$ cat src/source/link_protocol_pkg.sv
`default_nettype none

package link_protocol_pkg;

    // one byte on the host link
    typedef logic [7:0] byte_t;

    // escape prefix, followed by an instruction code or a second escape
    localparam byte_t ESCAPE_BYTE = 8'hFE;

    // ==================================================================
    // instruction codes sent after an escape
    // ==================================================================
    localparam byte_t CMD_IDLE           = 8'h00;
    localparam byte_t CMD_ACK            = 8'h01;
    localparam byte_t CMD_SET_NUM_IMAGES = 8'h02;
    localparam byte_t CMD_OFFSET_H       = 8'h03;
    localparam byte_t CMD_OFFSET_V       = 8'h04;
    localparam byte_t CMD_DISPLAY_CYC    = 8'h05;
    localparam byte_t CMD_START_SEQ      = 8'h06;
    localparam byte_t CMD_GALVO_X        = 8'h07;
    localparam byte_t CMD_GALVO_Y        = 8'h08;

    // any other code after an escape is an invalid instruction

endpackage

`default_nettype wire

$ cat src/source/ctrl_types_pkg.sv
`default_nettype none

package ctrl_types_pkg;

    // command FSM states
    typedef enum logic [4:0] {
        ST_IDLE,
        ST_ERROR,
        ST_WAIT_ACK,
        ST_OFFSET_MAG,
        ST_OFFSET_SIGN,
        ST_DISP_LO,
        ST_DISP_HI,
        ST_GALVO_B0,
        ST_GALVO_B1,
        ST_GALVO_B2,
        ST_NUM_IMAGES,
        ST_SEQ_TRIGGER
    } fsm_state_t;

    // target register of a byte-lane write
    typedef enum logic [2:0] {
        SEL_OFFSET_H,
        SEL_OFFSET_V,
        SEL_DISPLAY,
        SEL_GALVO_X,
        SEL_GALVO_Y,
        SEL_NUM_IMAGES
    } field_sel_t;

    typedef logic [1:0] lane_t;

    // ==================================================================
    // control register payloads
    // ==================================================================
    // lane 0 holds the magnitude, lane 1 the sign byte
    typedef logic [15:0] offset_word_t;
    typedef logic [7:0]  offset_mag_t;
    typedef logic [15:0] disp_cycles_t;
    typedef logic [23:0] galvo_t;
    typedef logic [6:0]  image_count_t;

    // magnitudes with the top bit set read as this value
    localparam offset_mag_t OFFSET_LIMIT = 8'd128;

endpackage

`default_nettype wire

$ cat src/source/byte_field_reg.sv
`timescale 1ns/1ps
`default_nettype none

module byte_field_reg
    import link_protocol_pkg::*, ctrl_types_pkg::*;
#(
    parameter type FIELD_T = logic [7:0]
) (
    input  wire logic  iCLK,
    input  wire logic  iRST,
    input  wire logic  i_wr_en,
    input  wire lane_t i_wr_lane,
    input  wire byte_t i_wr_byte,
    output FIELD_T     o_value
);

    localparam int WIDTH = $bits(FIELD_T);

    logic [WIDTH-1:0] value_q;

    // bit-wise lane select, a short top lane keeps only its low bits
    always_ff @(posedge iCLK or posedge iRST) begin
        if (iRST) begin
            value_q <= '0;
        end else if (i_wr_en) begin
            for (int b = 0; b < WIDTH; b++) begin
                if ((b / 8) == int'(i_wr_lane)) begin
                    value_q[b] <= i_wr_byte[b % 8];
                end
            end
        end
    end

    assign o_value = FIELD_T'(value_q);

endmodule

`default_nettype wire

$ cat src/source/stream_unescape.sv
`timescale 1ns/1ps
`default_nettype none

module stream_unescape
    import link_protocol_pkg::*;
(
    input  wire logic  iCLK,
    input  wire logic  iRST,
    input  wire logic  i_rx_req,
    input  wire byte_t i_rx_byte,
    input  wire logic  i_item_consume,
    output logic       o_rx_ack,
    output logic       o_item_valid,
    output logic       o_item_is_instr,
    output byte_t      o_item_byte
);

    logic  ack_q;
    logic  take_q;
    logic  take_now;
    logic  esc_pend_q;
    logic  item_valid_q;
    logic  item_is_instr_q;
    byte_t rx_byte_q;
    byte_t item_byte_q;

    // ==================================================================
    // four-phase slave side
    // ==================================================================
    // no new byte is accepted while an item waits for the FSM
    assign take_now = i_rx_req && !ack_q && !item_valid_q;

    always_ff @(posedge iCLK or posedge iRST) begin
        if (iRST) begin
            ack_q  <= 1'b0;
            take_q <= 1'b0;
        end else begin
            take_q <= take_now;
            if (take_now) begin
                ack_q <= 1'b1;
            end else if (ack_q && !i_rx_req) begin
                ack_q <= 1'b0;
            end
        end
    end

    always_ff @(posedge iCLK) begin
        if (take_now) begin
            rx_byte_q <= i_rx_byte;
        end
    end

    // ==================================================================
    // escape removal and item holding
    // ==================================================================
    always_ff @(posedge iCLK or posedge iRST) begin
        if (iRST) begin
            esc_pend_q   <= 1'b0;
            item_valid_q <= 1'b0;
        end else if (take_q) begin
            if (esc_pend_q) begin
                // code or literal escape after the prefix
                esc_pend_q   <= 1'b0;
                item_valid_q <= 1'b1;
            end else if (rx_byte_q == ESCAPE_BYTE) begin
                esc_pend_q <= 1'b1;
            end else begin
                item_valid_q <= 1'b1;
            end
        end else if (i_item_consume) begin
            item_valid_q <= 1'b0;
        end
    end

    // escape followed by escape is plain data 0xFE
    always_ff @(posedge iCLK) begin
        if (take_q) begin
            item_byte_q     <= rx_byte_q;
            item_is_instr_q <= esc_pend_q && (rx_byte_q != ESCAPE_BYTE);
        end
    end

    assign o_rx_ack        = ack_q;
    assign o_item_valid    = item_valid_q;
    assign o_item_is_instr = item_is_instr_q;
    assign o_item_byte     = item_byte_q;

endmodule

`default_nettype wire

$ cat src/source/command_fsm.sv
`timescale 1ns/1ps
`default_nettype none

module command_fsm
    import link_protocol_pkg::*, ctrl_types_pkg::*;
(
    input  wire logic  iCLK,
    input  wire logic  iRST,
    input  wire logic  i_item_valid,
    input  wire logic  i_item_is_instr,
    input  wire byte_t i_item_byte,
    output logic       o_item_consume,
    output logic       o_wr_en,
    output field_sel_t o_wr_sel,
    output lane_t      o_wr_lane,
    output byte_t      o_wr_byte,
    output logic       o_seq_trigger,
    output logic       o_error
);

    fsm_state_t state_q;
    fsm_state_t state_d;
    // low selects horizontal or X, high selects vertical or Y
    logic       axis_q;
    logic       axis_d;
    fsm_state_t seq_next;

    // ==================================================================
    // per-state lane, target and successor of a data byte
    // ==================================================================
    always_comb begin
        o_wr_sel  = SEL_OFFSET_H;
        o_wr_lane = 2'd0;
        seq_next  = ST_WAIT_ACK;
        case (state_q)
            ST_OFFSET_MAG: begin
                o_wr_sel = axis_q ? SEL_OFFSET_V : SEL_OFFSET_H;
                seq_next = ST_OFFSET_SIGN;
            end
            ST_OFFSET_SIGN: begin
                o_wr_sel  = axis_q ? SEL_OFFSET_V : SEL_OFFSET_H;
                o_wr_lane = 2'd1;
            end
            ST_DISP_LO: begin
                o_wr_sel = SEL_DISPLAY;
                seq_next = ST_DISP_HI;
            end
            ST_DISP_HI: begin
                o_wr_sel  = SEL_DISPLAY;
                o_wr_lane = 2'd1;
            end
            ST_GALVO_B0: begin
                o_wr_sel = axis_q ? SEL_GALVO_Y : SEL_GALVO_X;
                seq_next = ST_GALVO_B1;
            end
            ST_GALVO_B1: begin
                o_wr_sel  = axis_q ? SEL_GALVO_Y : SEL_GALVO_X;
                o_wr_lane = 2'd1;
                seq_next  = ST_GALVO_B2;
            end
            ST_GALVO_B2: begin
                o_wr_sel  = axis_q ? SEL_GALVO_Y : SEL_GALVO_X;
                o_wr_lane = 2'd2;
            end
            ST_NUM_IMAGES: begin
                o_wr_sel = SEL_NUM_IMAGES;
            end
            default: begin
                seq_next = ST_WAIT_ACK;
            end
        endcase
    end

    // ==================================================================
    // transitions
    // ==================================================================
    always_comb begin
        state_d        = state_q;
        axis_d         = axis_q;
        o_item_consume = 1'b0;
        o_wr_en        = 1'b0;
        case (state_q)
            ST_IDLE, ST_ERROR: begin
                // only instructions matter here, data is dropped
                o_item_consume = i_item_valid;
                if (i_item_valid && i_item_is_instr) begin
                    case (i_item_byte)
                        CMD_IDLE, CMD_ACK: state_d = ST_IDLE;
                        CMD_OFFSET_H: begin
                            state_d = ST_OFFSET_MAG;
                            axis_d  = 1'b0;
                        end
                        CMD_OFFSET_V: begin
                            state_d = ST_OFFSET_MAG;
                            axis_d  = 1'b1;
                        end
                        CMD_GALVO_X: begin
                            state_d = ST_GALVO_B0;
                            axis_d  = 1'b0;
                        end
                        CMD_GALVO_Y: begin
                            state_d = ST_GALVO_B0;
                            axis_d  = 1'b1;
                        end
                        CMD_DISPLAY_CYC:    state_d = ST_DISP_LO;
                        CMD_SET_NUM_IMAGES: state_d = ST_NUM_IMAGES;
                        CMD_START_SEQ:      state_d = ST_SEQ_TRIGGER;
                        default:            state_d = ST_ERROR;
                    endcase
                end
            end
            ST_WAIT_ACK: begin
                o_item_consume = i_item_valid;
                if (i_item_valid) begin
                    if (i_item_is_instr && i_item_byte == CMD_ACK) begin
                        state_d = ST_IDLE;
                    end else begin
                        state_d = ST_ERROR;
                    end
                end
            end
            ST_SEQ_TRIGGER: begin
                state_d = ST_WAIT_ACK;
            end
            default: begin
                // inside a byte sequence, an instruction aborts it
                o_item_consume = i_item_valid;
                if (i_item_valid && i_item_is_instr) begin
                    state_d = (i_item_byte == CMD_IDLE) ? ST_IDLE : ST_ERROR;
                end else if (i_item_valid) begin
                    o_wr_en = 1'b1;
                    state_d = seq_next;
                end
            end
        endcase
    end

    always_ff @(posedge iCLK or posedge iRST) begin
        if (iRST) begin
            state_q <= ST_IDLE;
            axis_q  <= 1'b0;
        end else begin
            state_q <= state_d;
            axis_q  <= axis_d;
        end
    end

    assign o_wr_byte     = i_item_byte;
    assign o_seq_trigger = (state_q == ST_SEQ_TRIGGER);
    assign o_error       = (state_q == ST_ERROR);

endmodule

`default_nettype wire

$ cat src/source/control_regs.sv
`timescale 1ns/1ps
`default_nettype none

module control_regs
    import link_protocol_pkg::*, ctrl_types_pkg::*;
(
    input  wire logic       iCLK,
    input  wire logic       iRST,
    input  wire logic       i_wr_en,
    input  wire field_sel_t i_wr_sel,
    input  wire lane_t      i_wr_lane,
    input  wire byte_t      i_wr_byte,
    output offset_mag_t     o_h_offset,
    output logic            o_h_offset_sign,
    output offset_mag_t     o_v_offset,
    output logic            o_v_offset_sign,
    output disp_cycles_t    o_display_cycles,
    output galvo_t          o_galvo_x,
    output galvo_t          o_galvo_y,
    output image_count_t    o_num_images
);

    logic [5:0]   field_we;
    offset_word_t h_word;
    offset_word_t v_word;

    // one enable per field, in field_sel_t order
    always_comb begin
        field_we = '0;
        field_we[i_wr_sel] = i_wr_en;
    end

    byte_field_reg #(.FIELD_T(offset_word_t)) h_offset_reg (
        .iCLK(iCLK), .iRST(iRST), .i_wr_en(field_we[SEL_OFFSET_H]),
        .i_wr_lane(i_wr_lane), .i_wr_byte(i_wr_byte), .o_value(h_word)
    );
    byte_field_reg #(.FIELD_T(offset_word_t)) v_offset_reg (
        .iCLK(iCLK), .iRST(iRST), .i_wr_en(field_we[SEL_OFFSET_V]),
        .i_wr_lane(i_wr_lane), .i_wr_byte(i_wr_byte), .o_value(v_word)
    );
    byte_field_reg #(.FIELD_T(disp_cycles_t)) display_reg (
        .iCLK(iCLK), .iRST(iRST), .i_wr_en(field_we[SEL_DISPLAY]),
        .i_wr_lane(i_wr_lane), .i_wr_byte(i_wr_byte), .o_value(o_display_cycles)
    );
    byte_field_reg #(.FIELD_T(galvo_t)) galvo_x_reg (
        .iCLK(iCLK), .iRST(iRST), .i_wr_en(field_we[SEL_GALVO_X]),
        .i_wr_lane(i_wr_lane), .i_wr_byte(i_wr_byte), .o_value(o_galvo_x)
    );
    byte_field_reg #(.FIELD_T(galvo_t)) galvo_y_reg (
        .iCLK(iCLK), .iRST(iRST), .i_wr_en(field_we[SEL_GALVO_Y]),
        .i_wr_lane(i_wr_lane), .i_wr_byte(i_wr_byte), .o_value(o_galvo_y)
    );
    byte_field_reg #(.FIELD_T(image_count_t)) num_images_reg (
        .iCLK(iCLK), .iRST(iRST), .i_wr_en(field_we[SEL_NUM_IMAGES]),
        .i_wr_lane(i_wr_lane), .i_wr_byte(i_wr_byte), .o_value(o_num_images)
    );

    // ==================================================================
    // offset clamp and sign
    // ==================================================================
    assign o_h_offset      = h_word[7] ? OFFSET_LIMIT : h_word[7:0];
    assign o_v_offset      = v_word[7] ? OFFSET_LIMIT : v_word[7:0];
    // sign byte sits in lane 1, its bit 0 is word bit 8
    assign o_h_offset_sign = h_word[8];
    assign o_v_offset_sign = v_word[8];

endmodule

`default_nettype wire

$ cat src/source/jtag_ctrl_top.sv
`timescale 1ns/1ps
`default_nettype none

module jtag_ctrl_top
    import link_protocol_pkg::*, ctrl_types_pkg::*;
(
    input  wire logic    iCLK,
    input  wire logic    iRST,
    input  wire logic    i_rx_req,
    input  wire byte_t   i_rx_byte,
    output logic         o_rx_ack,
    output logic         o_seq_trigger,
    output logic         o_error,
    output offset_mag_t  o_h_offset,
    output logic         o_h_offset_sign,
    output offset_mag_t  o_v_offset,
    output logic         o_v_offset_sign,
    output disp_cycles_t o_display_cycles,
    output galvo_t       o_galvo_x,
    output galvo_t       o_galvo_y,
    output image_count_t o_num_images
);

    // receiver to FSM
    logic       item_valid;
    logic       item_is_instr;
    byte_t      item_byte;
    logic       item_consume;

    // FSM to registers
    logic       wr_en;
    field_sel_t wr_sel;
    lane_t      wr_lane;
    byte_t      wr_byte;

    stream_unescape rx_i (
        .iCLK            (iCLK),
        .iRST            (iRST),
        .i_rx_req        (i_rx_req),
        .i_rx_byte       (i_rx_byte),
        .i_item_consume  (item_consume),
        .o_rx_ack        (o_rx_ack),
        .o_item_valid    (item_valid),
        .o_item_is_instr (item_is_instr),
        .o_item_byte     (item_byte)
    );

    command_fsm fsm_i (
        .iCLK            (iCLK),
        .iRST            (iRST),
        .i_item_valid    (item_valid),
        .i_item_is_instr (item_is_instr),
        .i_item_byte     (item_byte),
        .o_item_consume  (item_consume),
        .o_wr_en         (wr_en),
        .o_wr_sel        (wr_sel),
        .o_wr_lane       (wr_lane),
        .o_wr_byte       (wr_byte),
        .o_seq_trigger   (o_seq_trigger),
        .o_error         (o_error)
    );

    control_regs regs_i (
        .iCLK             (iCLK),
        .iRST             (iRST),
        .i_wr_en          (wr_en),
        .i_wr_sel         (wr_sel),
        .i_wr_lane        (wr_lane),
        .i_wr_byte        (wr_byte),
        .o_h_offset       (o_h_offset),
        .o_h_offset_sign  (o_h_offset_sign),
        .o_v_offset       (o_v_offset),
        .o_v_offset_sign  (o_v_offset_sign),
        .o_display_cycles (o_display_cycles),
        .o_galvo_x        (o_galvo_x),
        .o_galvo_y        (o_galvo_y),
        .o_num_images     (o_num_images)
    );

endmodule

`default_nettype wire

$ cat config.mk
export PLATFORM = sky130hd
export DESIGN_NAME = jtag_ctrl_top
export DESIGN_NICKNAME = d
export VERILOG_FILES = /design/src/source/link_protocol_pkg.sv /design/src/source/ctrl_types_pkg.sv /design/src/source/byte_field_reg.sv /design/src/source/stream_unescape.sv /design/src/source/command_fsm.sv /design/src/source/control_regs.sv /design/src/source/jtag_ctrl_top.sv
export SDC_FILE = /design/constraint.sdc
export NUM_CORES = 1
export LEC_CHECK = 0
export BUFFER_PORTS_ARGS = -buffer_cell sky130_fd_sc_hd__buf_2
export CELL_PAD_IN_SITES_DETAIL_PLACEMENT = 1
export CELL_PAD_IN_SITES_GLOBAL_PLACEMENT = 1
export CORE_UTILIZATION = 35
export CTS_CLUSTER_DIAMETER = 150
export DETAILED_ROUTE_END_ITERATION = 10
export HOLD_SLACK_MARGIN = 0.03
export PLACE_DENSITY = 0.75
export SLEW_MARGIN = 0
export SYNTH_ARGS = -nofsm -noshare
export SYNTH_HDL_FRONTEND = slang
export SYNTH_SLANG_ARGS = --single-unit
$ cat constraint.sdc
create_clock -name iCLK -period 4.1 [get_ports iCLK]
set_input_delay 0.205 -clock iCLK [delete_from_list [all_inputs] [get_ports iCLK]]
set_output_delay 0.205 -clock iCLK [all_outputs]
set_load 0.05 [all_outputs]
* Yosys cells after proc, flatten, opt, wreduce, memory -nomap -nowiden
Cells that the tools add are included.
** Word-level totals
- Bits in latches :: 0
- RAM bits :: 0
- Flip-flop bits (word level) :: 116
- Memory bits (read-only) :: 0
- Word-level logic and storage cells :: 125
- Memories kept :: 0
** Operators by class
- Shift operators :: 0
- Div/mod/pow operators :: 0
- Reduce and logical (&&, ||, !) cells :: 44
- $mul :: 0
- $add $sub $neg :: 0
- Eq/ne operators :: 26
- Order comparisons :: 2
- Muxes and demuxes :: 30
- Bitwise logic cells :: 1
** Operators by type and width (count)
- $eq A8 B3 Y1 const B :: 4
- $reduce_and A2 Y1 :: 14
- $pmux W4 S6 :: 1
- $eq A5 B3 Y1 const B :: 4
- $eq A5 B4 Y1 const B :: 4
- $mux W5 :: 4
- $eq A8 B2 Y1 const B :: 2
- $mux W1 :: 16
- $mux W8 :: 2
- $pmux W4 S4 :: 1
- $reduce_or A2 Y1 :: 8
- $pmux W5 S3 :: 1
- $pmux W3 S4 :: 1
- $eq A5 B2 Y1 const B :: 2
- $eq A8 B1 Y1 const B :: 1
- $eq A8 B4 Y1 const B :: 1
- $eq A8 B8 Y1 const B :: 1
- $logic_not A8 Y1 :: 1
- $ne A8 B8 Y1 const B :: 1
- $logic_and A1 B1 Y1 :: 7
- $and A6 B6 Y6 :: 1
- $reduce_and A3 Y1 :: 2
- $reduce_bool A2 Y1 :: 3
- $reduce_or A3 Y1 :: 2
- other kinds (16) :: 19

* Depth between registers and ports, before layout
- Word-level depth :: 9
- Gate-level depth with buffers :: 6
- Mapped depth without buffers :: 4

* Hierarchy
From an unflattened synthesis, not the netlist that was laid out.
** Unflattened totals
- Cell total of the unflattened synthesis :: 380
- Area, all modules :: 5575.3 µm²
** Modules (own cells, without submodules)
- byte_field_reg (regs_i.display_reg ...) :: cells an instance 35, area each 614.3 µm², times used 3
- byte_field_reg (regs_i.galvo_x_reg ...) :: cells an instance 52, area each 915.9 µm², times used 2
- command_fsm :: cells an instance 100, area each 758.2 µm², times used 1
- stream_unescape :: cells an instance 35, area each 703.2 µm², times used 1
- byte_field_reg (regs_i.num_images_reg) :: cells an instance 16, area each 276.5 µm², times used 1
- control_regs :: cells an instance 20, area each 162.7 µm², times used 1

* Least setup slack after synthesis
Ideal clock, no wire load.
- Path kind :: reg-to-reg
- Start :: register fsm_i.state_q[2]
- End :: register fsm_i.state_q[0]
- Clock period less this slack :: 2.025 ns
- Setup time :: 0.126 ns
- Slack :: 2.075 ns
- Path buffers :: 1
- Arrival time :: 1.899 ns
- Cell stages (with the launch flop) :: 6
- Cells stage by stage :: dfrtp_1 buf_4 nand2b_1 nor2_1 o41ai_1 o32a_1
** RTL lines
- from (decl) :: RTL line command_fsm.sv:21 : fsm_state_t state_q;
- from (signal assigned) :: RTL line command_fsm.sv:143 : state_q <= state_d;
- $eq A5 B4 Y1 *
- named net o_seq_trigger :: RTL line jtag_ctrl_top.sv:12 : output logic o_seq_trigger,
- $reduce_bool A3 Y1 (no source line)
- $reduce_and A3 Y1 (no source line)
Mark *: on every way through the listed nets, which the timed path passes. The rest lies on a longest branch. The select of a mux whose other input is x is not followed.
A chain may end at the register's enable or synchronous reset.

* Final worst setup path
- Start :: register fsm_i.state_q[3]
- End :: register regs_i.galvo_x_reg.value_q[23] (netlist: regs_i.galvo_x_reg.o_value[23])
** Between the ends
- Longest elaborated chain between the ends :: 9
** RTL lines
- $eq A5 B4 Y1, or another cell as far along :: RTL line command_fsm.sv:35 : case (state_q)
- $reduce_or A3 Y1 (no source line) or $reduce_or A2 Y1 (tied branches)
- $pmux W3 S4 :: RTL line command_fsm.sv:35
- $lt A3 B4 Y1 (implied by the code) or $ge A3 B1 Y1 (tied branches) :: RTL line control_regs.sv:30 : field_we[i_wr_sel] = i_wr_en;
- $logic_and A1 B1 Y1 (implied by the code) :: RTL line control_regs.sv:30
- $mux W1 (implied by the code) :: RTL line control_regs.sv:30
- $demux W1 S3
- $and A6 B6 Y6 (no source line)
- $reduce_and A2 Y1 (no source line) *
- to (signal, indexed assignment) :: RTL line byte_field_reg.sv:28 : value_q[b] <= i_wr_byte[b % 8];
- to (decl) :: RTL line byte_field_reg.sv:19 : logic [WIDTH-1:0] value_q;
Mark *: on every way between the ends. The rest lies on a longest branch, timed or not.

==> results_dict.tcl <==
set metrics [dict create \
    critPathMaxStageDelay_ns 0.73 \
    syn-mean-instance-area_um2 14.5 \
    powerDensity_nw_per_um2 798 \
    rr_worst_depth 4 \
    drc 0 \
    grt_first_pass_wirelength_mm 19.6 \
    finalCriticalPeriod_ns 2.38 \
    hold_violations 0 \
    nFillCells 1401 \
    cts_tree "done" \
    place_ws_ns 1.70 \
    setup_violations 0 \
    drive_gt1_frac 0.519 \
    fin_setup_tns_ns 0 \
    crit_fanout 17 \
    hpwl_mm 7.86 \
    leakagePower_nw 3.06 \
    cap_violations 0 \
    synth_compound_area_frac 0.0495 \
    min_period_over_period 0.581 \
    num-nets-final 453 \
    hp-start "rx_i.rx_byte_q[7]$_DFFE_PP_" \
    synth_adder_area_share 0 \
    finalClockSkew_ns 0.00769 \
    gp_congestion 0.809 \
    vias 3187 \
    grtUsageMet2 0.295 \
    cp_num_buf_inv 0 \
    worstPathArrival_ns 2.67 \
    busiest_layer "met2" \
    dr.pass1.iters 4 \
    crit_chain "nand2_1 > nor4_2 > nor2b_1 > mux2_2" \
    coreArea_um2 13300 \
    grt_overflow 0 \
    critPathSlowestCell "dfrtp_1" \
    synth_top_flop_cell "dfrtp_1" \
    avgRoutedWirePerCell_um 19.4 \
    row_count 42 \
    grt_usage 0.186 \
    ys.warnings.count 0 \
    io_pins 103 \
    clkLatencyLatePin_ns 0.41 \
    drt_iter0_drc 218 \
    numCtsBuffers 17 \
    antenna_cells 0 \
    final_core_util 0.462 \
    synthMuxAreaShare 0.210 \
    clk_pin_slew_ns 0.06 \
    io_buffers 102 \
    first_global_vias 3351 \
    root_buffer "clkbuf_16" \
    syn_inst 334 \
    htree_num_levels 4 \
    start_util 0.362 \
    cts.sinks 115 \
    area_growth_pct 27.6 \
    ant_nets 0 \
    synth_seq_area_share 0.613 \
    grt_setup_unrepaired "no" \
    tightest_slew_ns 1.19 \
    regArea_um2 2960 \
    die_w_um 119 \
    multi_input_area_um2 1720 \
    synthesis.area_um2 4830 \
    cts_buffer_depth 2 \
    grtUsageMet1 0.240 \
    synth_edf_count 17 \
    r2r-start "fsm_i.state_q[3]$_DFFE_PP0P_" \
    die-area_um2 14300 \
    ys_ff_latch 115 \
    worst_slew_margin_rel 0.206 \
    synthDistinctLibCells 49 \
    vdd_drop_max_v 0.000376 \
    synth_top_family_by_area "multiplexers" \
    antenna_found_initial 0 \
    outcome "finished clean" \
    wirelength_mm 12.2 \
    synthSimpleGateAreaFrac 0.0979 \
    cts_setup_buffers 0 \
    use_met3 0.0455 \
    setup_ws_ns 1.72 \
    synthXorXnorAreaFrac 0 \
    die_h_um 119 \
    required_ns 4.39 \
    vias_per_cell 5.05 \
    async_reset_ff_frac 0.852 \
    slew_violations 0 \
    fin_hold_ws_ns 0.443 \
    hold_path.class "reg -> reg" \
    path_class "reg -> reg" \
    rrSetupSlack_ns 1.72 \
    cpLargestDelayFamily "simple AND/OR/NAND/NOR gates" \
    syn_nets 345 \
    whs_path_depth 0 \
    reg2reg_to "regs_i.galvo_x_reg.o_value[23]$_DFFE_PP0P_" \
    hold_end "rx_i.o_item_byte[7]$_DFFE_PP_" \
    grt_max_degree 68 \
    max_freq_mhz 420 \
    crit_path_start_kind "register" \
    end_kind "register" \
]
## report_power, final
part | leakage [nW] | switching [mW] | internal (mW)
Sequential | 1.48 | 0.290 | 1.44
Clock | 0.309 | 0.498 | 1.01
Combinational | 1.28 | 1.21 | 0.471
Total | 3.06 | 2.00 | 2.92
## through the flow
stage          total power, mW  instance area [um2]  cells
3_5_place_dp              3.42                 5450    589
4_1_cts                   4.97                 6160    631
5_1_grt                   5.13                 6160    631
3_3_place_gp              3.37                 5450    589
6_report                  4.92                 6160    631
2_1_floorplan             3.02                 4830    334
## layout make-up
class | count | area share
clock inverter | 10 | 0.0209
clock buffer | 22 | 0.0786
tap | 176 | 0.0357
sequential | 115 | 0.481
timing repair buffer | 113 | 0.100
multi-input combinational | 189 | 0.280
inverter | 6 | 0.00406
## flip-flops by register name, indices dropped and copies added (netlist names), 4 cells and up
name and count:
regs_i.galvo_y_reg.o_value 24, regs_i.display_reg.o_value 16, regs_i.v_offset_reg.o_value 9, regs_i.num_images_reg.o_value 7
regs_i.h_offset_reg.o_value 9, regs_i.galvo_x_reg.o_value 24, rx_i.o_item_byte 8, rx_i.rx_byte_q 8
fsm_i.state_q 4
## worst max path at each step
stage	start	to	slack [ns]	depth (start not counted)
after floorplan	iRST	fsm_i.axis_q$_DFFE_PP0P_	1.33	1
after global routing	fsm_i.state_q[3]$_DFFE_PP0P_	regs_i.galvo_x_reg.o_value[23]$_DFFE_PP0P_	1.54	4
final	fsm_i.state_q[3]$_DFFE_PP0P_	regs_i.galvo_x_reg.o_value[23]$_DFFE_PP0P_	1.72	4
after CTS	fsm_i.state_q[3]$_DFFE_PP0P_	regs_i.galvo_x_reg.o_value[18]$_DFFE_PP0P_	1.69	4
after global placement	fsm_i.state_q[3]$_DFFE_PP0P_	regs_i.galvo_x_reg.o_value[22]$_DFFE_PP0P_	1.84	4
after detailed placement	fsm_i.state_q[3]$_DFFE_PP0P_	regs_i.galvo_x_reg.o_value[23]$_DFFE_PP0P_	1.70	4
## cell families after synthesis
| logic type | Yosys count |
|---|---|
| AOI/OAI and AO/OA | 33 |
| muxes | 90 |
| buffers and inverters | 30 |
| and+or+nand+nor | 66 |
| DFF | 115 |
## synth_stat cells, types with 2 or more instances
library cell  count  area [um2]
and2_1            2        12.5
buf_4             6        45.0
or4_4             2        22.5
inv_1             6        22.5
nor3b_1           2        15.0
edfxtp_1         17         510
nand3_1           3        15.0
o41ai_1           2        17.5
nand3b_1          2        15.0
nand2_1           9        33.8
nand2b_1          4        25.0
clkbuf_1         11        41.3
nor4_4            3        63.8
a32o_1            2        20.0
mux2_2           89        1000
o21ai_0           6        30.0
nor2_1            7        26.3
o31ai_1           2        15.0
dfrtp_1          98        2450
buf_2             6        30.0
a21oi_1           6        30.0
nand4_1           2        12.5
nor2b_1          19         119
a31oi_1           2        12.5
and3_1            2        12.5
## routing by layer
| metal | routed length [um] | share of wire | vias to the layer above |
|---|---|---|---|
| met2 | 6010 | 0.49 | 101 |
| li1 | - | - | 1423 |
| met4 | 213 | 0.017 | 0 |
| met1 | 5380 | 0.44 | 1647 |
| met5 | 0 | 0 | - |
| met3 | 632 | 0.052 | 16 |
## cell usage in the layout (no fill, tap or decap), types with 2 or more instances in the layout
cell | netlist | layout
bufinv_16 | 0 | 3
clkbuf_16 | 0 | 17
inv_1 | 6 | 5
mux2_2 | 89 | 89
or4_4 | 2 | 2
and3_1 | 2 | 2
dlygate4sd3_1 | 0 | 10
nor2b_1 | 19 | 19
nor2_1 | 7 | 7
nand3_1 | 3 | 3
edfxtp_1 | 17 | 17
o31ai_1 | 2 | 2
nand4_1 | 2 | 2
nor3b_1 | 2 | 2
nand3b_1 | 2 | 2
o41ai_1 | 2 | 2
buf_2 | 6 | 102
o21ai_0 | 6 | 6
a32o_1 | 2 | 2
clkinv_2 | 0 | 6
nand2b_1 | 4 | 4
and2_1 | 2 | 2
nand2_1 | 9 | 9
a21oi_1 | 6 | 6
nor4_4 | 3 | 3
clkbuf_8 | 0 | 4
dfrtp_1 | 98 | 98
a31oi_1 | 2 | 2
## what timing repair did
item / 4_1_cts / 5_1_grt
hold endpoints to repair: 75 / 0
hold buffers: 10 / 0
gates resized for setup: 0 / 0
(Power assumes the default switching activity.)
